### src/logic/mem_bus_pkg.sv
package mem_bus_pkg;

  // Geometry of the shared debug memory
  localparam int MEM_AW    = 10;
  localparam int MEM_DEPTH = 1 << MEM_AW;
  localparam int MEM_DW    = 8;

  typedef logic [MEM_AW-1:0] mem_addr_t;

  // Peer to arbiter, held stable while req is high
  typedef struct packed {
    logic              req;
    logic              we;
    mem_addr_t         addr;
    logic [MEM_DW-1:0] wdata;
  } mem_req_t;

  // Arbiter to peer, rdata valid while ack is high
  typedef struct packed {
    logic              ack;
    logic [MEM_DW-1:0] rdata;
  } mem_rsp_t;

endpackage

### src/logic/mem_arbiter.sv
`timescale 1ns/1ps

module mem_arbiter import mem_bus_pkg::*; (
  input  logic              clk,
  input  logic              rst_n_i,
  input  mem_req_t          req0_i,
  output mem_rsp_t          rsp0_o,
  input  mem_req_t          req1_i,
  output mem_rsp_t          rsp1_o,
  output logic              mem_en_o,
  output logic              mem_we_o,
  output mem_addr_t         mem_addr_o,
  output logic [MEM_DW-1:0] mem_wdata_o,
  input  logic [MEM_DW-1:0] mem_rdata_i
);

  typedef enum logic [1:0] {ARB_IDLE, ARB_ACCESS, ARB_ACK} arb_state_e;

  arb_state_e state_q;
  logic       owner_q;
  logic       winner;
  logic       ack;
  mem_req_t   owner_req;

  // On a tie the peer that lost last time goes first
  assign winner    = (req0_i.req && req1_i.req) ? !owner_q : req1_i.req;
  assign owner_req = owner_q ? req1_i : req0_i;
  assign ack       = (state_q == ARB_ACK);

  always_ff @(posedge clk or negedge rst_n_i) begin
    if (!rst_n_i) begin
      state_q <= ARB_IDLE;
      owner_q <= 1'b1;
    end else begin
      case (state_q)
        ARB_IDLE: begin
          if (req0_i.req || req1_i.req) begin
            owner_q <= winner;
            state_q <= ARB_ACCESS;
          end
        end
        ARB_ACCESS: state_q <= ARB_ACK;
        // Grant holds until the owner drops req
        ARB_ACK: if (!owner_req.req) state_q <= ARB_IDLE;
        default: state_q <= ARB_IDLE;
      endcase
    end
  end

  assign mem_en_o    = (state_q == ARB_ACCESS);
  assign mem_we_o    = owner_req.we;
  assign mem_addr_o  = owner_req.addr;
  assign mem_wdata_o = owner_req.wdata;

  assign rsp0_o = '{ack: ack && !owner_q, rdata: mem_rdata_i};
  assign rsp1_o = '{ack: ack && owner_q, rdata: mem_rdata_i};

  // Each peer keeps its request up until its own ack arrives
  a_req0_held: assert property (
    @(posedge clk) disable iff (!rst_n_i) (req0_i.req && !rsp0_o.ack) |=> req0_i.req
  ) else $error("mem_arbiter: port 0 dropped req before ack");

  a_req1_held: assert property (
    @(posedge clk) disable iff (!rst_n_i) (req1_i.req && !rsp1_o.ack) |=> req1_i.req
  ) else $error("mem_arbiter: port 1 dropped req before ack");

endmodule

### config.mk
export PLATFORM = sky130hd
export DESIGN_NAME = mem_arbiter
export DESIGN_NICKNAME = d
export VERILOG_FILES = /design/src/logic/mem_bus_pkg.sv /design/src/logic/mem_arbiter.sv
export SDC_FILE = /design/constraint.sdc
export NUM_CORES = 1
export LEC_CHECK = 0
export ABC_AREA = 0
export ABC_CLOCK_PERIOD_IN_PS = 2200
export BUFFER_PORTS_ARGS = -buffer_cell sky130_fd_sc_hd__buf_2
export CAP_MARGIN = 20
export CORE_MARGIN = 3
export CORE_UTILIZATION = 25
export CTS_BUF_LIST = sky130_fd_sc_hd__clkbuf_8
export CTS_CLUSTER_DIAMETER = 200
export CTS_CLUSTER_SIZE = 10
export DETAILED_ROUTE_END_ITERATION = 8
export PLACE_DENSITY = 0.78
export SLEW_MARGIN = 20
export SYNTH_ARGS = -nofsm -noshare
export SYNTH_HDL_FRONTEND = slang
export SYNTH_SLANG_ARGS = --single-unit
### constraint.sdc
create_clock -name clk -period 2.2 [get_ports clk]
set_clock_uncertainty 0.05 [all_clocks]
set_input_delay 0.44 -clock clk [delete_from_list [all_inputs] [get_ports clk]]
set_output_delay 0.44 -clock clk [all_outputs]
set_load 0.005 [all_outputs]
# After elaboration in Yosys (flattened, before gate mapping)
# Cells that the tools add are included.
dict set report op_classes {
  muxes 5
  n_reduce_logical 8
  n_eq_ne 4
}
# cell n
set op_table {}
lappend op_table {{two-way mux 20 bit} 1}
lappend op_table {{one-hot mux 2 bit (3 select lines)} 1}
lappend op_table {{two-way mux 2 bit} 2}
lappend op_table {{!= test 2 bit (second input constant)} 2}
lappend op_table {{AND reduction 2 bit} 2}
lappend op_table {{logical AND 1 bit} 3}
lappend op_table {{equality test 2 x 1 -> 1 bit (second input constant)} 1}
lappend op_table {{equality test 2 bit (second input constant)} 1}
lappend op_table {{zero test 2 bit} 1}
lappend op_table {{zero test 1 bit} 1}
lappend op_table {{logical OR 1 bit} 1}
lappend op_table {{two-way mux 1 bit} 1}
dict set report totals {
  register_bits 3
  in_bits 50
  elab_cells 19
}

# Depth between registers and ports, before layout
dict set report depth {
  word_depth 3
  mapped_depth 3
}

# Worst setup path before layout
# OpenSTA, ideal clock, no wires.
dict set report synth_path {
  kind {reg-to-output}
  from {reg owner_q}
  to {out mem_addr_o[0]}
  required_time_ns 1.710
  arrival_ns 1.047
  stages_incl_launch_ff 3
  path_slack_ns 0.663
  n_path_buf 1
  cell_sequence {dfstp_2 -> buf_4 -> mux2_2}
}
dict set report synth_via {
  elab_chain_cells 1
}
# element line_no
set synth_rtl {}
lappend synth_rtl {{start: declaration} mem_arbiter.sv:20} ;# logic owner_q;
lappend synth_rtl {{start signal: assignment} mem_arbiter.sv:38} ;# owner_q <= winner;
lappend synth_rtl {{two-way mux 20 bit} mem_arbiter.sv:27} ;# assign owner_req = owner_q ? req1_i : req0_i;
lappend synth_rtl {{end: declaration} mem_arbiter.sv:12} ;# output mem_addr_t mem_addr_o,
# Every way passes these cells.

# Final worst setup path
dict set report layout_path {
  from {reg owner_q}
  to {out mem_addr_o[3]}
}
# The elaborated chain is that of the path after synthesis.

==> flow_metrics.py <==
metrics = {
    "outcome": {
        "outcome": "completed",
    },
    "synthesis": {
        "synthDominantCellAreaShare": 0.430,
        "ys_seq_area_frac": 0.153,
        "syn-cell-area_sq_um": 498,
        "postSynthCellCount": 52,
        "ys_types": 14,
        "ys_ff_latch": 3,
        "syn_avg_cell_area_sq_um": 9.58,
        "synthesis.nets": 102,
        "synth_most_common_cell": "mux2_2",
        "synthArstFlopShare": 1.00,
        "synth_area_leaders": "mux2_2 43%, buf_4 27%, dfrtp_1 10%",
        "yosys-top-cells-count": "19 x mux2_2, 18 x buf_4, 3 x nor2_1, 2 x dfrtp_1",
        "synth_top_area_cell": "mux2_2",
        "synth_edf_count": 0,
        "ys_warn_count": 0,
        "ys.flop_type": "dfrtp_1",
    },
    "global_route": {
        "antenna_found_initial": 0,
        "gr-total-overflow": 0,
        "grtUsageTotal": 0.107,
        "first_global_vias": 540,
        "grt_first_pass_wirelength_um": 2190,
        "grt_max_degree": 24,
    },
    "routing": {
        "via_per_inst": 4.24,
        "vias": 539,
        "wl_per_cell_um": 11.4,
        "firstDrtPassIters": 1,
        "wirelength_um": 1450,
        "drc_errors": 0,
        "dr.first_iter.drc_count": 0,
        "drt.antenna.violating_nets": 0,
    },
    "job": {
        "maxCapViolCount": 0,
    },
    "clock_tree": {
        "tritoncts": "yes",
        "numClockSinks": 3,
        "clk_path_buf_depth": 2,
        "insertion_delay_ps": 210,
        "cts-buffers-inserted": 3,
        "root_buffer": "clkbuf_8",
        "cts-resized-gates": 0,
        "htreeDepth": 1,
        "clkTransAtPathRegs_ps": 30,
    },
    "power_and_ir_drop": {
        "p_leak_nw": 0.421,
        "max-vdd-ir-drop_v": 0.000357,
        "power_density_nw_per_um2": 947,
    },
    "place": {
        "port_buffers": 63,
        "gp_congestion": 0.612,
        "hpwl_um": 1240,
    },
    "finish": {
        "fillers": 194,
        "area_growth_pct": 53.5,
        "antenna_cells": 0,
        "nets": 153,
        "final_core_util": 0.424,
        "drive_gt1_frac": 0.843,
    },
    "floorplan": {
        "dieHeight_um": 50.6,
        "num_rows": 15,
        "coreArea_sq_um": 1800,
        "die-area_sq_um": 2560,
        "die_x_um": 50.6,
        "initial_core_util": 0.276,
        "pin_count": 88,
    },
    "worst_setup_path": {
        "critical-path-max-stage-delay_ps": 820,
        "arrival_ps": 1560,
        "worstPathRequired_ps": 1710,
        "cp-end-kind": "output port",
        "crit_path_start_kind": "register",
        "critPathSlowestCell": "dfstp_2",
        "crit_fanout": 23,
        "path_cells": "mux2_2, buf_2",
        "critPathKind": "reg -> out",
    },
    "timing": {
        "rsz0062_at_grt": "false",
        "setup_tns_ps": 0,
        "setup_viol_count_final": 0,
        "slew_headroom": 0.688,
        "fin_crit_sh": 0.931,
        "tightest_slew_ps": 467,
        "fin_crit_ps": 2050,
        "max_freq_mhz": 488,
        "finalHoldViolCount": 0,
        "final_max_slew_viol_count": 0,
    },
    "worst_hold_path": {
        "hp-class": "reg -> reg",
    },
}
cells by family (layout without fill, tap and decap cells):
family | Yosys count | count (layout) | share of synthesized area
and+or+nand+nor | 8 | 8 | 0.0930
buffers and inverters | 19 | 69 | 0.279
muxes | 20 | 20 | 0.450
DFF | 3 | 3 | 0.153
AOI/OAI and AO/OA | 2 | 2 | 0.0251
report_power, final:
group / internal, mW / switching, mW / leakage (nW)
registers: 0.0915 / 0.0909 / 0.0355
clock network: 0.118 / 0.0333 / 0.0269
logic: 0.267 / 0.123 / 0.358
total: 0.477 / 0.247 / 0.421
final cells by class:
type	count	area [sq um]	area share
clock buffers	3	41.3	0.0540
clock inverters	1	3.75	0.00491
inverters	1	3.75	0.00491
multi-input cells	30	283	0.370
flip-flops and latches	3	76.3	0.0998
well taps	25	31.3	0.0409
repair buffers	64	325	0.426
routing by layer:
metal  part of all wire  track usage  vias up
met4                  0       0.0314        0
li1                   -            -      263
met3               0.17       0.0504        0
met5                  0            0        -
met2               0.48        0.196       40
met1               0.35        0.107      236
flip-flops by register name, indices dropped and copies added, names as in the netlist:
| signal | flops |
|---|---|
| owner_q | 1 |
| state_q | 2 |
placed cells by master (no fill, tap or decap):
| cell type | count |
|---|---|
| o21bai_1 | 1 |
| clkbuf_8 | 3 |
| mux2i_1 | 1 |
| dlygate4sd3_1 | 1 |
| inv_1 | 2 |
| dfrtp_1 | 2 |
| nor2_1 | 3 |
| nor2b_1 | 1 |
| dfstp_2 | 1 |
| nor3_1 | 1 |
| buf_2 | 63 |
| or4b_1 | 1 |
| o21ai_0 | 1 |
| mux2_2 | 19 |
| nor3b_1 | 1 |
| nand2b_1 | 1 |
path summary, 6_finish.rpt:
kind	cells after the start	endpoint	slack [ps]	start
hold / removal	1	state_q[0]	460	state_q[0]
hold reg to reg	1	state_q[0]	460	state_q[0]
setup reg to reg	2	state_q[1]	890	owner_q
max in group asynchronous	2	owner_q	1410	rst_n_i
setup / recovery	2	mem_addr_o[3]	150	owner_q
min in group asynchronous	2	state_q[0]	500	rst_n_i
worst max-delay path, delay by kind of cell (launching register included):
family | cells | cell delay (ps)
flops | 1 | 820
buf+inv | 1 | 130
mux | 1 | 400
timing repair:
item	in CTS	in global routing
hold buffers	1	0
buffers inserted	0	0
hold endpoints to repair	2	0
through the flow:
stage               setup slack (ps)  area [sq um]  power (mW)  hold slack, ps  cells
CTS                              133           764       0.739             457    127
finish                           151           764       0.724             458    127
global route                    81.9           764       0.786             478    127
detailed placement               364           709       0.579             187    122
global placement                 392           709       0.566             186    122
floorplan                        663           498       0.437            94.4     52
No activity file was read; power rests on OpenSTA's default activity.
