File: config.mk
export PLATFORM = sky130hd
export DESIGN_NAME = uart_tx
export DESIGN_NICKNAME = d
export VERILOG_FILES = /design/src/logic/uart_dbg_pkg.sv /design/src/logic/uart_tx.sv
export SDC_FILE = /design/constraint.sdc
export NUM_CORES = 1
export LEC_CHECK = 0
export BUFFER_PORTS_ARGS = -buffer_cell sky130_fd_sc_hd__buf_2
export CELL_PAD_IN_SITES_DETAIL_PLACEMENT = 1
export CELL_PAD_IN_SITES_GLOBAL_PLACEMENT = 2
export CORE_MARGIN = 8
export CORE_UTILIZATION = 36
export CTS_BUF_LIST = sky130_fd_sc_hd__clkbuf_16
export DETAILED_ROUTE_END_ITERATION = 16
export PLACE_DENSITY_LB_ADDON = 0.12
export SLEW_MARGIN = 20
export SYNTH_ARGS = -nofsm -noshare
export SYNTH_HDL_FRONTEND = slang
export SYNTH_SLANG_ARGS = --single-unit
File: constraint.sdc
create_clock -name clk -period 1.7 [get_ports clk]
set_input_delay 0.17 -clock clk [delete_from_list [all_inputs] [get_ports clk]]
set_output_delay 0.17 -clock clk [all_outputs]
set_load 0.01 [all_outputs]
File: src/logic/uart_dbg_pkg.sv
package uart_dbg_pkg;

  // UART bit timing in system clocks
  localparam int CLKS_PER_BIT = 16;
  localparam int BIT_CNT_W    = $clog2(CLKS_PER_BIT);

  // Byte count of every address or length field
  localparam int FIELD_BYTES = 8;

  typedef logic [7:0]  byte_t;
  typedef logic [63:0] dbg_addr_t;

  ////////////////////////////////////////
  // Protocol byte codes
  ////////////////////////////////////////

  localparam byte_t CMD_READ  = 8'h11;
  localparam byte_t CMD_WRITE = 8'h12;
  localparam byte_t CMD_EXEC  = 8'h13;
  localparam byte_t DBG_ACK   = 8'h06;
  localparam byte_t DBG_EOT   = 8'h04;

endpackage

File: src/logic/uart_tx.sv
`timescale 1ns/1ps

module uart_tx import uart_dbg_pkg::*; (
  input  logic  clk,
  input  logic  rst_n_i,
  input  logic  tx_start_i,
  input  byte_t tx_byte_i,
  output logic  tx_ready_o,
  output logic  tx_o
);

  logic                 busy_q;
  logic [BIT_CNT_W-1:0] cnt_q;
  logic [3:0]           idx_q;
  logic [9:0]           frame_q;
  logic                 bit_end;

  assign bit_end = busy_q && (cnt_q == BIT_CNT_W'(CLKS_PER_BIT - 1));

  // Frame is stop, data LSB first, start; idle shifts in ones
  always_ff @(posedge clk or negedge rst_n_i) begin
    if (!rst_n_i) begin
      busy_q  <= 1'b0;
      cnt_q   <= '0;
      idx_q   <= '0;
      frame_q <= '1;
    end else if (!busy_q) begin
      if (tx_start_i) begin
        busy_q  <= 1'b1;
        cnt_q   <= '0;
        idx_q   <= '0;
        frame_q <= {1'b1, tx_byte_i, 1'b0};
      end
    end else if (bit_end) begin
      cnt_q   <= '0;
      idx_q   <= idx_q + 1'b1;
      frame_q <= {1'b1, frame_q[9:1]};
      if (idx_q == 4'd9) busy_q <= 1'b0;
    end else begin
      cnt_q <= cnt_q + 1'b1;
    end
  end

  assign tx_o       = frame_q[0];
  assign tx_ready_o = !busy_q;

  // The engine must honour the ready handshake
  a_start_when_ready: assert property (
    @(posedge clk) disable iff (!rst_n_i) tx_start_i |-> tx_ready_o
  ) else $error("uart_tx: start while busy");

endmodule

# After elaboration in Yosys (flattened, before gate mapping)
# Index checks and enable logic that the tools add are counted.
word_totals:
  in_bits: 11
  wordCells: 25
  ff_bits: 19
classes:
  reduce_logical: 4
  n_addsub: 2
  eq_ne: 3
  muxes: 12
ops:
  columns: ["op", "count"]
  rows:
  - ["$mux W10", 3]
  - ["$mux W4", 5]
  - ["$add A4 B1 Y4 const B", 2]
  - ["$eq A4 B4 Y1 const B", 2]
  - ["$mux W1", 4]
  - ["$ne A2 B1 Y1 const B", 1]
  - ["$reduce_and A2 Y1", 1]
  - ["$reduce_bool A2 Y1", 1]
  - ["$logic_and A1 B1 Y1", 1]
  - ["$logic_not A1 Y1", 1]

# Logic depth before layout (Yosys ltp)
# Gate-level depths: netlist of run 1.
depth:
  word_depth: 4
  depth_mapped: 5

# Least setup slack after synthesis of run 1
# Ideal clock, no wire load.
synth_timing:
  path_kind: "register -> register"
  start: "register cnt_q[0]"
  end: "register frame_q[1]"
  slack_ps: 160
  path_buffers: 0
  arrival_ps: 1458
  path_stages_with_launch: 5
  t_required_ps: 1618
  path_cell_list: "dfrtp_1 > ha_1 > nand4_1 > a21boi_4 > mux2_2"
synth_between:
  elab_chain_cells: 4
synth_rtl:
  columns: ["element", "line", "source"]
  rows:
  - ["from (decl)", "uart_tx.sv:13", "logic [BIT_CNT_W-1:0] cnt_q;"]
  - ["from (signal assigned)", "uart_tx.sv:40", "cnt_q <= cnt_q + 1'b1;"]
  - ["$eq A4 B4 Y1", "uart_tx.sv:18", "assign bit_end = busy_q && (cnt_q == BIT_CNT_W'(CLKS_PER_BIT - 1));"]
  - ["$logic_and A1 B1 Y1", "uart_tx.sv:18", null]
  - ["$ne A2 B1 Y1 (no source line)", null, null]
  - ["$reduce_and A2 Y1 (no source line)", null, null]
  - ["to (signal assigned)", "uart_tx.sv:32", "frame_q <= {1'b1, tx_byte_i, 1'b0};"]
  - ["to (signal assigned)", "uart_tx.sv:37", "frame_q <= {1'b1, frame_q[9:1]};"]
  - ["to (decl)", "uart_tx.sv:15", "logic [9:0] frame_q;"]
# No other way between the ends.
# A chain may end at the register's enable or synchronous reset.

# Final worst setup path of run 1
# Same ends and word-level chain as after synthesis.

==> results of run 1 <==
[per-stage QoR]
step                utilization  hold WS, ns  std cells  power, mW
CTS                      0.4628       0.2028        128      2.005
floorplan                     -      -0.1256         78      1.290
finish                   0.4628       0.2030        128      1.985
detailed placement       0.4266       0.1345        123      1.503
global route             0.4628       0.2237        128      2.128
global placement         0.4266       0.1319        123      1.465
[registers in the layout (all words and copies together) (netlist names)]
signal / count
busy_q: 1
cnt_q: 4
frame_q: 9
idx_q: 4
[final cells by class]
cell class	instances	area, um^2	share of cell area
clock inverters	1	3.754	0.003304
clock buffers	3	75.07	0.06608
flip-flops and latches	18	461.7	0.4064
inverters	4	15.01	0.01322
multi-input cells	54	435.4	0.3833
repair buffers	18	107.6	0.09471
well taps	30	37.54	0.03304
[power breakdown]
group / switching, mW / internal (mW) / leakage, nW
combinational: 0.267 / 0.354 / 0.270
clock: 0.158 / 0.312 / 0.0423
sequential: 0.183 / 0.710 / 0.200
total: 0.608 / 1.38 / 0.513
[critical path, cell delays in order, from the launching register on]
cell and delay (ns):
dfrtp_1 0.42, ha_1 0.22, nand4_1 0.11, a21boi_4 0.35, mux2_2 0.38
[cells in the mapped netlist (all sizes together) (2+ instances only)]
cell | count | share of area
inv | 4 | 0.016
nand2 | 6 | 0.024
a21oi | 2 | 0.011
dfrtp | 9 | 0.24
mux2 | 14 | 0.17
nand4 | 2 | 0.013
nor2 | 4 | 0.016
nand3 | 3 | 0.022
xor2 | 2 | 0.019
buf | 2 | 0.018
dfstp | 9 | 0.25
mux2i | 2 | 0.022
ha | 3 | 0.040
o21ai | 4 | 0.022
[logic make-up (layout without fill, tap and decap cells)]
kind of cell	count (synthesis)	after routing	synth area share
compound gates	14	14	0.1119
xor+xnor	2	2	0.01887
fa+ha+maj	3	3	0.04044
buf+inv	6	26	0.03368
flops	18	18	0.4973
mux	16	16	0.1914
simple gates	19	19	0.1065
[final timing paths]
check	from	end	slack (ns)	depth (start not counted)
max in group asynchronous	rst_n_i	frame_q[1]	0.98	2
min in group asynchronous	rst_n_i	idx_q[2]	0.39	2
worst min-delay path	tx_start_i	cnt_q[2]	0.20	2
worst max-delay path	cnt_q[0]	frame_q[1]	0.14	4
worst min register to register	frame_q[0]	frame_q[0]	0.50	2
worst max register to register	cnt_q[0]	frame_q[1]	0.14	4
[per-layer routing]
layer	vias to the layer above	GRT usage	share of wire
met5	-	0	0
met4	0	0.01600	0
met3	0	0.03356	0.029
met2	7	0.1852	0.51
met1	356	0.1444	0.46
li1	322	-	-
==> impl_results.md, run 1 <==
* Syn nets at 92
* Least-Margin Pin Slew at 0.4196 ns
* Sink Count at 18
* GRT overflow at 0
* Drt wl/cell at 17.33 um
* Critical path type: flop to flop
* VDD IR max at 0.8720 mV
* Post-route cell area at 0.001136 mm^2
* Yosys Warn Count at 0
* Initial DRC count at 30
* Critical path fanouts, max at 9
* Post-synth cell types at 29
* Die height at 66.78 um
* Clock skew at 0.001046 ns
* TritonCTS clock tree: built
* Post-synth ARST share at 1.000
* Syn-to-layout area delta at 22.37%
* Fillers at 269
* Layout cells sized above 1 at 0.4694
* Mapped Area at 928.4 um^2
* PwrDens at 1747 mW/mm^2
* CTS Hold Buffers Added at 1
* Final wirelength at 2218 um
* Initial antenna violation count at 0
* Die Area at 0.004460 mm^2
* DP Area at 0.001047 mm^2
* Sequential share of the synthesized area at 0.4973
* Pins Over Slew Limit at 0
* Status: completed
* Fmax at 642.6 MHz
* Gr usage total at 0.1128
* Most common cell after layout, fill and taps aside: mux2_2
* Clk slew on worst S/H paths at 0.05 ns
* Row count at 18
* 1st-pass router iterations at 2
* Setup slack at placement at 0.1540 ns
* TNS Setup at 0 ns
* Ant. Diodes at 0
* Leakage power at 0.5130 nW
* Final Wtd Congestion at 0.7146
* Final worst slack at 0.1438 ns
* Hold crit path type: input pin to flop
* Root Driver: clkbuf_16
* Number of flops mapped to enable cells by yosys at 0
* Main synth FF type: dfstp_2
* Post-detail-place hpwl at 1561 um
* Max transition margin at 0.7192
* Final Setup Violations at 0
* Maxcap violations at 0
* Yosys reg bits at 18
* Die X at 66.78 um
* CP arrival at 1.73 ns
* Critical Path Start Type: flop
* Starting Density at 0.3782
* Vias per Instance at 5.352
* Final worst path period need at 1.556 ns
* CP Capture Type: flop
* Final Cycle Share at 0.9154
* Nets@finish at 113
* Fin. Hold Viols at 0
* PostCTS Resize Cnt at 0
* IO buf count at 12
* Post-Syn Area per Cell at 11.90 um^2
* Number of CTS-inserted buffers at 3
* Remaining DRCs at 0
* Number of global-route vias before repair at 786
* Commonest non-fill, non-tap cells in the layout: 14 x mux2_2, 12 x buf_2, 9 x dfrtp_1, 9 x dfstp_2, 6 x nand2_1
* CP Data Required Time at 1.87 ns
* ANT nets after route at 0
* Clock Tree Buf Depth at 2
* Largest net degree at the start of global routing at 19
* First-pass GRT wire length at 3877 um
* Vias at 685
* I/O pin cnt at 13
* H-tree depth at 1
* Core Region at 0.002455 mm^2
* Worst skew pair latency at 0.24 ns
* RSZ-0062 raised after global routing: no
* Setup bufs post-CTS at 0
* Synthesized instance count at 78
(Power assumes the default switching activity.)
==> inputs of run 2 (changes only) <==
Settings changed: CORE_UTILIZATION 36 to 39, CTS_BUF_LIST sky130_fd_sc_hd__clkbuf_16 to sky130_fd_sc_hd__clkbuf_4 sky130_fd_sc_hd__clkbuf_8.
==> impl_results.md, run 2 (synthesis results as in run 1) <==
* I/O pin cnt at 13 (unchanged)
* CP Capture Type: flop
* Fmax at 642.1 MHz (about the same)
* PwrDens at 1591 mW/mm^2 (-8.9%)
* Final worst slack at 0.1426 ns (-0.001161 ns)
* Initial antenna violation count at 0 (unchanged)
* Overall power at 1.726 mW (-13%)
* Storage cell area at 461.7 um^2 (unchanged)
* Layout cells sized above 1 at 0.4796 (+0.01020)
* Largest net degree at the start of global routing at 19 (unchanged)
* Die Area at 0.004198 mm^2 (-5.9%)
* Final Core Density at 0.4857 (+0.02292)
* RSZ-0062 raised after global routing: no
* Gate power share at 0.347 (+0.034)
* Pins Over Slew Limit at 0 (unchanged)
* Die height at 64.79 um (-3.0%)
* Switch Pwr at 0.5593 mW (-8.0%)
* Drt wl/cell at 15.20 um (-12%)
* Number of global-route vias before repair at 784 (-0.25%)
* DP Area at 0.001045 mm^2 (-0.24%)
* CP Data Required Time at 1.92 ns (+0.05 ns)
* Ant. Diodes at 0 (unchanged)
* Placed Cells at 121 (-1.6%)
* Clock skew at 0.004727 ns (+0.003682 ns)
* H-tree depth at 1 (unchanged)
* Worst skew pair latency at 0.29 ns (+0.05 ns)
* Clk slew on worst S/H paths at 0.11 ns (+0.06 ns)
* Leakage power at 0.4891 nW (-4.7%)
* Clock Power Share at 0.140 (-0.097)
* PostCTS Resize Cnt at 0 (unchanged)
* Commonest non-fill, non-tap cells in the layout: 14 x mux2_2, 12 x buf_2, 9 x dfrtp_1, 9 x dfstp_2, 6 x nand2_1
* Fin. Hold Viols at 0 (unchanged)
* Final Setup Violations at 0 (unchanged)
* IO buf count at 12 (unchanged)
* ANT nets after route at 0 (unchanged)
* Final wirelength at 1915 um (-14%)
* Syn-to-layout area delta at 16.85%
* Final Wtd Congestion at 0.7856 (+9.9%)
* Core Region at 0.002233 mm^2 (-9.0%)
* Switching share of power at 0.3241 (+0.01779)
* TNS Setup at 0 ns (unchanged)
* Setup slack at placement at 0.1426 ns (-0.01140 ns)
* TritonCTS clock tree: built
* Clock Tree Buf Depth at 2 (unchanged)
* Sink Count at 18 (unchanged)
* Setup bufs post-CTS at 0 (unchanged)
* Internal power at 1.166 mW (-15%)
* Die X at 64.79 um (-3.0%)
* CTS Hold Buffers Added at 1 (unchanged)
* Fraction of power consumed by sequential logic at 0.513 (+0.063)
* Biggest register: frame_q
* Status: completed
* Starting Density at 0.4157 (+0.03750)
* First-pass GRT wire length at 3498 um (-9.8%)
* Number of CTS-inserted buffers at 3 (unchanged)
* GRT overflow at 0 (unchanged)
* Fillers at 248 (-7.8%)
* Critical Path Start Type: flop
* CP arrival at 1.78 ns (+0.05 ns)
* Post-route cell area at 0.001085 mm^2 (-4.5%)
* Final std cells w/o fill at 126 (-1.6%)
* Number of flip-flops under the largest register name at 9 (unchanged)
* Gr usage total at 0.1025 (-0.01028)
* Row count at 17 (-1)
* Hold crit path type: input pin to flop
* Most common cell after layout, fill and taps aside: mux2_2
* Area of the multi-input gates at 435.4 um^2 (unchanged)
* Final Cycle Share at 0.9161 (about the same)
* VDD IR max at 0.7978 mV (-8.5%)
* Final worst path period need at 1.557 ns (+0.001161 ns)
* Initial DRC count at 12 (-60%)
* Root Driver: clkbuf_4
* Max transition margin at 0.7297 (+0.01050)
* Min Hold Slack at 0.1412 ns (-0.06185 ns)
* Vias at 670 (-2.2%)
* Least-Margin Pin Slew at 0.4054 ns (-0.01420 ns)
* Maxcap violations at 0 (unchanged)
* Critical path type: flop to flop
* Nets@finish at 113 (unchanged)
* Remaining DRCs at 0 (unchanged)
* Critical path fanouts, max at 9 (unchanged)
* Top flop regs: frame_q: 9 flops, cnt_q: 4 flops, idx_q: 4 flops
* 1st-pass router iterations at 2 (unchanged)
* Vias per Instance at 5.317 (-0.64%)
## run 2: changes by cell type in the layout (fill, tap and decap cells not counted), sizes merged
| cell | before | now |
|---|---|---|
| clkbuf | 3 | 4 |
| inv | 5 | 4 |
## run 2: cell type report
cell class	count	share of cell area
Timing Repair Buffer	18	0.09919
Clock buffer	4	0.02768
Tap cell	28	0.03230
Sequential cell	18	0.4256
Inverter	4	0.01384
Multi-Input combinational cell	54	0.4014
## run 2: layer usage
layer  GRT usage  part of all wire
met1      0.1249              0.49
met2      0.1714              0.46
met3     0.03265             0.039
met4     0.02452            0.0073
met5           0                 0
## run 2: power by group through the flow
| stage | clock [mW] | combinational, mW | sequential (mW) |
|---|---|---|---|
| 6_report | 0.241 | 0.599 | 0.886 |
| 5_1_grt | 0.259 | 0.694 | 0.920 |
| 4_1_cts | 0.253 | 0.609 | 0.884 |
| 3_5_place_dp | 0 | 0.606 | 0.893 |
| 3_3_place_gp | 0 | 0.584 | 0.882 |
| 2_1_floorplan | 0 | 0.440 | 0.850 |
## run 2: final timing paths
check | depth (start not counted) | from | endpoint | slack (ns)
hold / removal | 2 | tx_start_i | cnt_q[2] | 0.14
min in group asynchronous | 2 | rst_n_i | cnt_q[2] | 0.32
max in group asynchronous | 2 | rst_n_i | frame_q[5] | 1.05
setup / recovery | 4 | cnt_q[0] | frame_q[2] | 0.14
hold reg to reg | 2 | frame_q[0] | frame_q[0] | 0.51
setup reg to reg | 4 | cnt_q[0] | frame_q[2] | 0.14
## run 2: critical path: stages, from the launching register on
cell	delay, ns
dfrtp_1	0.44
ha_1	0.22
nand4_1	0.11
a21boi_4	0.34
mux2_2	0.38
