`config.mk`:
```
export PLATFORM = sky130hd
export DESIGN_NAME = dbg_cmd_engine
export DESIGN_NICKNAME = d
export VERILOG_FILES = /design/src/logic/uart_dbg_pkg.sv /design/src/logic/mem_bus_pkg.sv /design/src/logic/dbg_cmd_engine.sv
export SDC_FILE = /design/constraint.sdc
export NUM_CORES = 1
export LEC_CHECK = 0
export BUFFER_PORTS_ARGS = -buffer_cell sky130_fd_sc_hd__buf_2
export CAP_MARGIN = 30
export CORE_MARGIN = 5
export CORE_UTILIZATION = 45
export CTS_CLUSTER_DIAMETER = 150
export DETAILED_ROUTE_END_ITERATION = 8
export PLACE_DENSITY = 0.68
export SETUP_SLACK_MARGIN = 0.3
export SLEW_MARGIN = 30
export SYNTH_ARGS = -nofsm -noshare
export SYNTH_HDL_FRONTEND = slang
export SYNTH_SLANG_ARGS = --single-unit
```
`constraint.sdc`:
```
create_clock -name clk -period 10.3 [get_ports clk]
set_clock_uncertainty 0.2 [all_clocks]
set_input_delay 0.515 -clock clk [delete_from_list [all_inputs] [get_ports clk]]
set_output_delay 0.515 -clock clk [all_outputs]
set_load 0.01 [all_outputs]
```
`src/logic/uart_dbg_pkg.sv`:
```
package uart_dbg_pkg;

  // UART bit timing in system clocks
  localparam int CLKS_PER_BIT = 16;
  localparam int BIT_CNT_W    = $clog2(CLKS_PER_BIT);

  // Byte count of every address or length field
  localparam int FIELD_BYTES = 8;

  typedef logic [7:0]  byte_t;
  typedef logic [63:0] dbg_addr_t;

  ////////////////////////////////////////
  // Protocol byte codes
  ////////////////////////////////////////

  localparam byte_t CMD_READ  = 8'h11;
  localparam byte_t CMD_WRITE = 8'h12;
  localparam byte_t CMD_EXEC  = 8'h13;
  localparam byte_t DBG_ACK   = 8'h06;
  localparam byte_t DBG_EOT   = 8'h04;

endpackage

```
`src/logic/mem_bus_pkg.sv`:
```
package mem_bus_pkg;

  // Geometry of the shared debug memory
  localparam int MEM_AW    = 10;
  localparam int MEM_DEPTH = 1 << MEM_AW;
  localparam int MEM_DW    = 8;

  typedef logic [MEM_AW-1:0] mem_addr_t;

  // Peer to arbiter, held stable while req is high
  typedef struct packed {
    logic              req;
    logic              we;
    mem_addr_t         addr;
    logic [MEM_DW-1:0] wdata;
  } mem_req_t;

  // Arbiter to peer, rdata valid while ack is high
  typedef struct packed {
    logic              ack;
    logic [MEM_DW-1:0] rdata;
  } mem_rsp_t;

endpackage

```
`src/logic/dbg_cmd_engine.sv`:
```
`timescale 1ns/1ps

module dbg_cmd_engine import uart_dbg_pkg::*, mem_bus_pkg::*; (
  input  logic      clk,
  input  logic      rst_n_i,
  input  logic      rx_valid_i,
  input  byte_t     rx_byte_i,
  input  logic      tx_ready_i,
  output logic      tx_start_o,
  output byte_t     tx_byte_o,
  output mem_req_t  mem_req_o,
  input  mem_rsp_t  mem_rsp_i,
  output logic      exec_valid_o,
  output dbg_addr_t exec_addr_o
);

  typedef enum logic [3:0] {
    ST_IDLE, ST_ADDR, ST_LEN, ST_ACK, ST_RD_REQ, ST_RD_WAIT,
    ST_RD_SEND, ST_WR_WAIT, ST_WR_ACK, ST_EOT
  } eng_state_e;

  eng_state_e                     state_q;
  byte_t                          cmd_q;
  logic [$clog2(FIELD_BYTES)-1:0] fld_cnt_q;
  dbg_addr_t                      field_q;
  dbg_addr_t                      field_next;
  mem_addr_t                      addr_q;
  mem_addr_t                      len_q;
  logic                           req_q;
  byte_t                          wdata_q;
  byte_t                          rdata_q;
  logic                           tx_start_q;
  byte_t                          tx_byte_q;
  byte_t                          tx_byte_d;
  logic                           exec_valid_q;
  logic                           fld_last;
  logic                           is_cmd;
  logic                           tx_go;

  // Little-endian fields, first byte ends up lowest
  assign field_next = {rx_byte_i, field_q[$bits(dbg_addr_t)-1:8]};
  assign fld_last   = (fld_cnt_q == $bits(fld_cnt_q)'(FIELD_BYTES - 1));
  assign is_cmd     = (rx_byte_i == CMD_READ) || (rx_byte_i == CMD_WRITE) ||
                      (rx_byte_i == CMD_EXEC);

  // tx_ready lags one cycle behind our own start pulse
  assign tx_go = tx_ready_i && !tx_start_q &&
                 (state_q == ST_ACK || state_q == ST_RD_SEND || state_q == ST_EOT);

  always_comb begin
    case (state_q)
      ST_RD_SEND: tx_byte_d = rdata_q;
      ST_EOT:     tx_byte_d = DBG_EOT;
      default:    tx_byte_d = DBG_ACK;
    endcase
  end

  ////////////////////////////////////////
  // Sequencer
  ////////////////////////////////////////

  always_ff @(posedge clk or negedge rst_n_i) begin
    if (!rst_n_i) begin
      state_q      <= ST_IDLE;
      cmd_q        <= '0;
      fld_cnt_q    <= '0;
      addr_q       <= '0;
      len_q        <= '0;
      req_q        <= 1'b0;
      tx_start_q   <= 1'b0;
      exec_valid_q <= 1'b0;
    end else begin
      tx_start_q   <= tx_go;
      exec_valid_q <= 1'b0;
      case (state_q)
        ST_IDLE: begin
          if (rx_valid_i) begin
            cmd_q     <= rx_byte_i;
            fld_cnt_q <= '0;
            if (rx_byte_i == DBG_ACK) state_q <= ST_ACK;
            else if (is_cmd) state_q <= ST_ADDR;
          end
        end
        ST_ADDR: begin
          if (rx_valid_i) begin
            fld_cnt_q <= fld_cnt_q + 1'b1;
            if (fld_last) begin
              addr_q  <= field_next[MEM_AW-1:0];
              state_q <= (cmd_q == CMD_EXEC) ? ST_ACK : ST_LEN;
            end
          end
        end
        ST_LEN: begin
          if (rx_valid_i) begin
            fld_cnt_q <= fld_cnt_q + 1'b1;
            if (fld_last) begin
              len_q   <= field_next[MEM_AW-1:0];
              state_q <= ST_ACK;
            end
          end
        end
        ST_ACK: begin
          if (tx_go) begin
            exec_valid_q <= (cmd_q == CMD_EXEC);
            if (cmd_q == CMD_READ || cmd_q == CMD_WRITE) begin
              if (len_q == '0) state_q <= ST_EOT;
              else state_q <= (cmd_q == CMD_READ) ? ST_RD_REQ : ST_WR_WAIT;
            end else begin
              state_q <= ST_IDLE;
            end
          end
        end
        // Previous ack must be gone before a new request
        ST_RD_REQ: begin
          if (!mem_rsp_i.ack) begin
            req_q   <= 1'b1;
            state_q <= ST_RD_WAIT;
          end
        end
        ST_RD_WAIT: begin
          if (mem_rsp_i.ack) begin
            req_q   <= 1'b0;
            addr_q  <= addr_q + 1'b1;
            state_q <= ST_RD_SEND;
          end
        end
        ST_RD_SEND: begin
          if (tx_go) begin
            len_q   <= len_q - 1'b1;
            state_q <= (len_q == mem_addr_t'(1)) ? ST_EOT : ST_RD_REQ;
          end
        end
        ST_WR_WAIT: begin
          if (rx_valid_i) begin
            req_q   <= 1'b1;
            state_q <= ST_WR_ACK;
          end
        end
        ST_WR_ACK: begin
          if (mem_rsp_i.ack) begin
            req_q   <= 1'b0;
            addr_q  <= addr_q + 1'b1;
            len_q   <= len_q - 1'b1;
            state_q <= (len_q == mem_addr_t'(1)) ? ST_EOT : ST_WR_WAIT;
          end
        end
        ST_EOT: begin
          if (tx_go) state_q <= ST_IDLE;
        end
        default: state_q <= ST_IDLE;
      endcase
    end
  end

  // Data path
  always_ff @(posedge clk) begin
    if (rx_valid_i && (state_q == ST_ADDR || state_q == ST_LEN)) field_q <= field_next;
    if (rx_valid_i && state_q == ST_WR_WAIT) wdata_q <= rx_byte_i;
    if (state_q == ST_RD_WAIT && mem_rsp_i.ack) rdata_q <= mem_rsp_i.rdata;
    if (tx_go) tx_byte_q <= tx_byte_d;
  end

  assign mem_req_o = '{req: req_q, we: (cmd_q == CMD_WRITE), addr: addr_q, wdata: wdata_q};

  assign tx_start_o   = tx_start_q;
  assign tx_byte_o    = tx_byte_q;
  assign exec_valid_o = exec_valid_q;
  assign exec_addr_o  = field_q;

  // Request must not move until the arbiter answers
  a_req_stable: assert property (
    @(posedge clk) disable iff (!rst_n_i)
    (mem_req_o.req && !mem_rsp_i.ack) |=> (mem_req_o.req && $stable(mem_req_o))
  ) else $error("dbg_cmd_engine: request changed before ack");

endmodule

```
# ---- After elaboration in Yosys (flattened, before gate mapping)
# Cells that the tools add are included.
dict set report word_totals {
  out_inout_bits 94
  in_bits 21
  ff_bits 126
}
dict set report op_classes {
  addsub 3
  eq_ne 33
  reduce_logical 26
  muxes 38
}
# cell n
set ops {}
lappend ops {{$mux W4} 18}
lappend ops {{$mux W10} 5}
lappend ops {{$eq A8 B5 Y1 const B} 6}
lappend ops {{$pmux W4 S10} 1}
lappend ops {{$pmux W10 S3} 1}
lappend ops {{$ne A2 B2 Y1 const B} 12}
lappend ops {{$pmux W10 S2} 1}
lappend ops {{$eq A4 B3 Y1 const B} 4}
lappend ops {{$pmux W8 S2} 1}
lappend ops {{$reduce_and A13 Y1} 1}
lappend ops {{$add A10 B1 Y10 const B} 1}
lappend ops {{$eq A10 B1 Y1 const B} 1}
lappend ops {{$logic_not A10 Y1} 1}
lappend ops {{$sub A10 B1 Y10 const B} 1}
lappend ops {{$eq A4 B2 Y1 const B} 2}
lappend ops {{$eq A4 B4 Y1 const B} 2}
lappend ops {{$eq A8 B3 Y1 const B} 1}
lappend ops {{$reduce_and A4 Y1} 2}
lappend ops {{$logic_or A1 B1 Y1} 6}
lappend ops {{$mux W1} 6}
lappend ops {{$mux W3} 2}
lappend ops {{$pmux W3 S2} 1}
lappend ops {{$reduce_bool A3 Y1} 2}
lappend ops {{$logic_and A1 B1 Y1} 5}
lappend ops {{other kinds (14)} 17}

# ---- Logic depth before layout (Yosys ltp)
dict set report depth {
  ltp_word 7
  mapped_depth 8
  mapped_depth_nobuf 7
}

# ---- Least setup slack after synthesis
# OpenSTA, ideal clock, no wires.
dict set report synth_path {
  kind {register to register}
  from {register state_q[1]}
  to {register fld_cnt_q[0]}
  path_slack_ns 5.942
  setup_ns 0.126
  t_arrival_ns 4.032
  required_time_ns 9.974
  synth_period_minus_slack_ns 4.358
  stages_incl_launch_ff 7
  cell_sequence {dfrtp_1 > buf_2 > buf_4 > xnor2_1 > nor3b_2 > a21oi_1 > mux2_2}
}
dict set report synth_via {
  elab_chain_len 4
  word_cells_on_any_way 9
}
# item line
set synth_lines {}
lappend synth_lines {{start, declared} dbg_cmd_engine.sv:22} ;# eng_state_e state_q;
lappend synth_lines {{start signal, assigned} dbg_cmd_engine.sv:89} ;# state_q <= (cmd_q == CMD_EXEC) ? ST_ACK : ST_LEN;
lappend synth_lines {{start signal, assigned} dbg_cmd_engine.sv:107} ;# else state_q <= (cmd_q == CMD_READ) ? ST_RD_REQ : ST_WR_WAIT;
lappend synth_lines {{start signal, assigned} dbg_cmd_engine.sv:130} ;# state_q <= (len_q == mem_addr_t'(1)) ? ST_EOT : ST_RD_REQ;
lappend synth_lines {{$eq A4 B1 Y1 / $eq A4 B2 Y1 (equally long branches)} dbg_cmd_engine.sv:75} ;# case (state_q)
lappend synth_lines {{$reduce_or A2 Y1 (no source line)} --}
lappend synth_lines {{$ne A2 B1 Y1 (no source line) / $reduce_bool A2 Y1 (equally long branches)} --}
lappend synth_lines {{$reduce_and A3 Y1 (no source line)} --}
lappend synth_lines {{end signal, assigned} dbg_cmd_engine.sv:86} ;# fld_cnt_q <= fld_cnt_q + 1'b1;
lappend synth_lines {{end signal, assigned} dbg_cmd_engine.sv:95} ;# fld_cnt_q <= fld_cnt_q + 1'b1;
lappend synth_lines {{end, declared} dbg_cmd_engine.sv:24} ;# logic [$clog2(FIELD_BYTES)-1:0] fld_cnt_q;
# Parallel ways exist; a longest one is shown, timed or not.
# A chain may end at the register's enable or synchronous reset.

# ---- Worst setup path in the final report
# Ends and elaborated chain as after synthesis.

==> results.md <==
- Synth Area per Inst: 13.69 sq um
- Fin Setup TNS: 0 ns
- Worst Tran Pin Value: 0.8393 ns
- Area Growth Syn to Fin: 24.89%
- Final net count: 530
- Routed wire per std cell: 17.31 um
- Max-slew headroom: 0.4405
- Hold_sp: mem_rsp_i[3]
- Place WS: 7.464 ns
- Via/cell ratio: 5.379
- DRC viols: 0
- DR pass1 iterations: 5
- Post-synth EDFFs: 88
- Reg2reg setup slack: 7.49 ns
- Setup CP Type: reg -> reg
- Crit path capture: fld_cnt_q[0]
- Layout cells sized above 1: 0.3411
- Largest net degree at the start of global routing: 69
- Max cap viols: 0
- Yosys top cell by area: edfxtp_1
- CP Data Required Time: 10.39 ns
- Asr flop ratio synth: 0.3016
- # IOs: 115
- Worst Reg-to-Reg Cells: 5
- Layout Utilization: 0.5738
- CTS Buf Count: 17
- DR iter-0 viols: 327
- CTS tree: built
- Multi-input logic area: 0.001549 sq mm
- Synth top area share: 0.5015
- Worst-Skew Late Latency: 0.41 ns
- Crit-path max FO: 68
- Library cells used by synthesis: 63
- Post-cts resize count: 0
- Slew Limit Fails: 0
- CP arrival: 2.90 ns
- Post-synth top flop: edfxtp_1
- Fin crit share: 0.2727
- Syn Nets: 412
- Worst hold slack: 0.08335 ns
- Die H: 118.2 um
- GRT Total Usage: 0.1688
- Horiz. Die Dim: 118.2 um
- Critical path endpoint category: register
- P_leak: 2.581 nW
- DR vias: 3,545
- Post-synthesis sequential area ratio: 0.6820
- GPL Wtd Cong: 0.8090
- # fillers: 925
- Post-synth top cells: edfxtp_1, dfrtp_1, a21oi_1
- RSZ-0062 raised after global routing: no
- Status: finished clean
- Power per cell area: 320.0 mW/mm^2
- Most common cell in the netlist: edfxtp_1
- Number of instances in the placed design: 626
- Initial antenna violation count: 0
- FF-to-FF End: fld_cnt_q[0]
- Maximum VDD drop: 0.1939 mV
- Area occupied by registers: 0.003593 sq mm
- Worst r2r src: state_q[1]
- Antenna Cells: 0
- DRT Wirelength: 11,410 um
- Core ar.: 0.01147 sq mm
- # H-tree levels: 4
- Rows: 39
- Synth Instances: 385
- CTS Sinks: 126
- Detail Route Antenna Nets: 0
- Post-synthesis sequential element count: 126
- Hpwl dp: 7854 um
- Root Driver: clkbuf_16
- Vias in the first global route: 3,576
- Mapped Area: 0.005269 sq mm
- First-pass GRT wire length: 18,770 um
- Final Setup Violations: 0
- Ranking of synthesized cells by area: edfxtp_1, dfrtp_1, a21oi_1
- Total congestion overflow: 0
- Die Footprint: 0.01397 sq mm
- Reg clk slew, reported paths: 0.06 ns
- Hold Crit Class: in -> reg
- Final hold violations: 0
- Worst setup margin: 7.491 ns
- Crit path from: state_q[1]
- Initial Utilization: 0.4595
- CTS Buffer Depth: 2
- Crit start category: register
- Final std cells w/o fill: 659
- WHS Path Cells: 1
- Minimum clock period: 2.809 ns
- Fmax: 356.0 MHz
- Yosys warns: 0
- PortBufs: 114
==> layout by cell type, fill, tap and decap left out, types with 4 or more instances in the layout <==
cell type / n
a21oi_1: 33
and2_1: 6
and3_1: 5
buf_2: 113
buf_4: 5
clkbuf_16: 17
dfrtp_1: 38
edfxtp_1: 88
ha_1: 6
inv_1: 8
mux2_2: 12
mux2i_1: 4
nand2_1: 18
nand2b_1: 9
nand3_1: 11
nand3b_1: 4
nor2_1: 19
nor2b_1: 6
nor3_1: 9
nor3b_1: 5
nor4_1: 4
o211ai_1: 4
o21ai_0: 21
==> state kept, by name, indices dropped and copies added (netlist names) <==
| signal | cells |
|---|---|
| exec_valid_o | 1 |
| rdata_q | 8 |
| req_q | 1 |
| fld_cnt_q | 3 |
| state_q | 4 |
| wdata_q | 8 |
| tx_start_o | 1 |
| len_q | 10 |
| addr_q | 10 |
| cmd_q | 8 |
| tx_byte_o | 8 |
| exec_addr_o | 64 |
==> stage by stage <==
stage / power [mW] / instance area [sq um]
CTS: 2.127 / 6563
detailed placement: 1.508 / 5947
global route: 2.236 / 6580
global placement: 1.482 / 5947
finish: 2.106 / 6580
floorplan: 1.286 / 5269
==> routing by layer <==
layer / global-route usage / vias up / wire, um
met5: 0 / - / 0
met1: 0.1986 / 1744 / 4585
li1: - / 1693 / -
met3: 0.05444 / 13 / 595
met4: 0.06523 / 0 / 181
met2: 0.2880 / 95 / 6047
==> cell type report <==
cell class	count	area share
clock buffers	20	0.06940
clock inverters	12	0.02415
inverters	8	0.004564
multi-input cells	231	0.2354
flip-flops and latches	126	0.5461
well taps	143	0.02719
repair buffers	119	0.09317
==> critical path: stages, from the launching register on <==
cell and delay (ns):
dfrtp_1 0.89, xnor2_1 0.23, nor3b_4 0.21, buf_4 0.66, a21oi_1 0.17, mux2_2 0.31
==> how the worst min path moves through the flow <==
stage | to
after floorplan | addr_q[0]
after global placement | exec_addr_o[43]
after detailed placement | exec_addr_o[27]
after CTS | rdata_q[3]
after global routing | rdata_q[0]
final | rdata_q[3]
==> repair_timing <==
item | CTS | global route
setup buffers | 0 | 0
endpoints found under the hold margin | 0 | 38
hold buffers | 0 | 1
==> cells by family (layout without fill, tap and decap cells) <==
group | count (synthesis) | after routing | share of synthesized area
compound gates | 90 | 90 | 0.1073
flops | 126 | 126 | 0.6820
fa+ha+maj | 6 | 6 | 0.01425
buf+inv | 28 | 159 | 0.02612
simple gates | 116 | 116 | 0.1316
mux | 17 | 17 | 0.03538
xor+xnor | 2 | 2 | 0.003325
==> power breakdown <==
part,leakage [nW],internal (mW),switching [mW]
registers,1.28,0.781,0.157
logic,1.00,0.231,0.325
clock network,0.297,0.395,0.217
No activity file was read; power rests on OpenSTA's default activity.
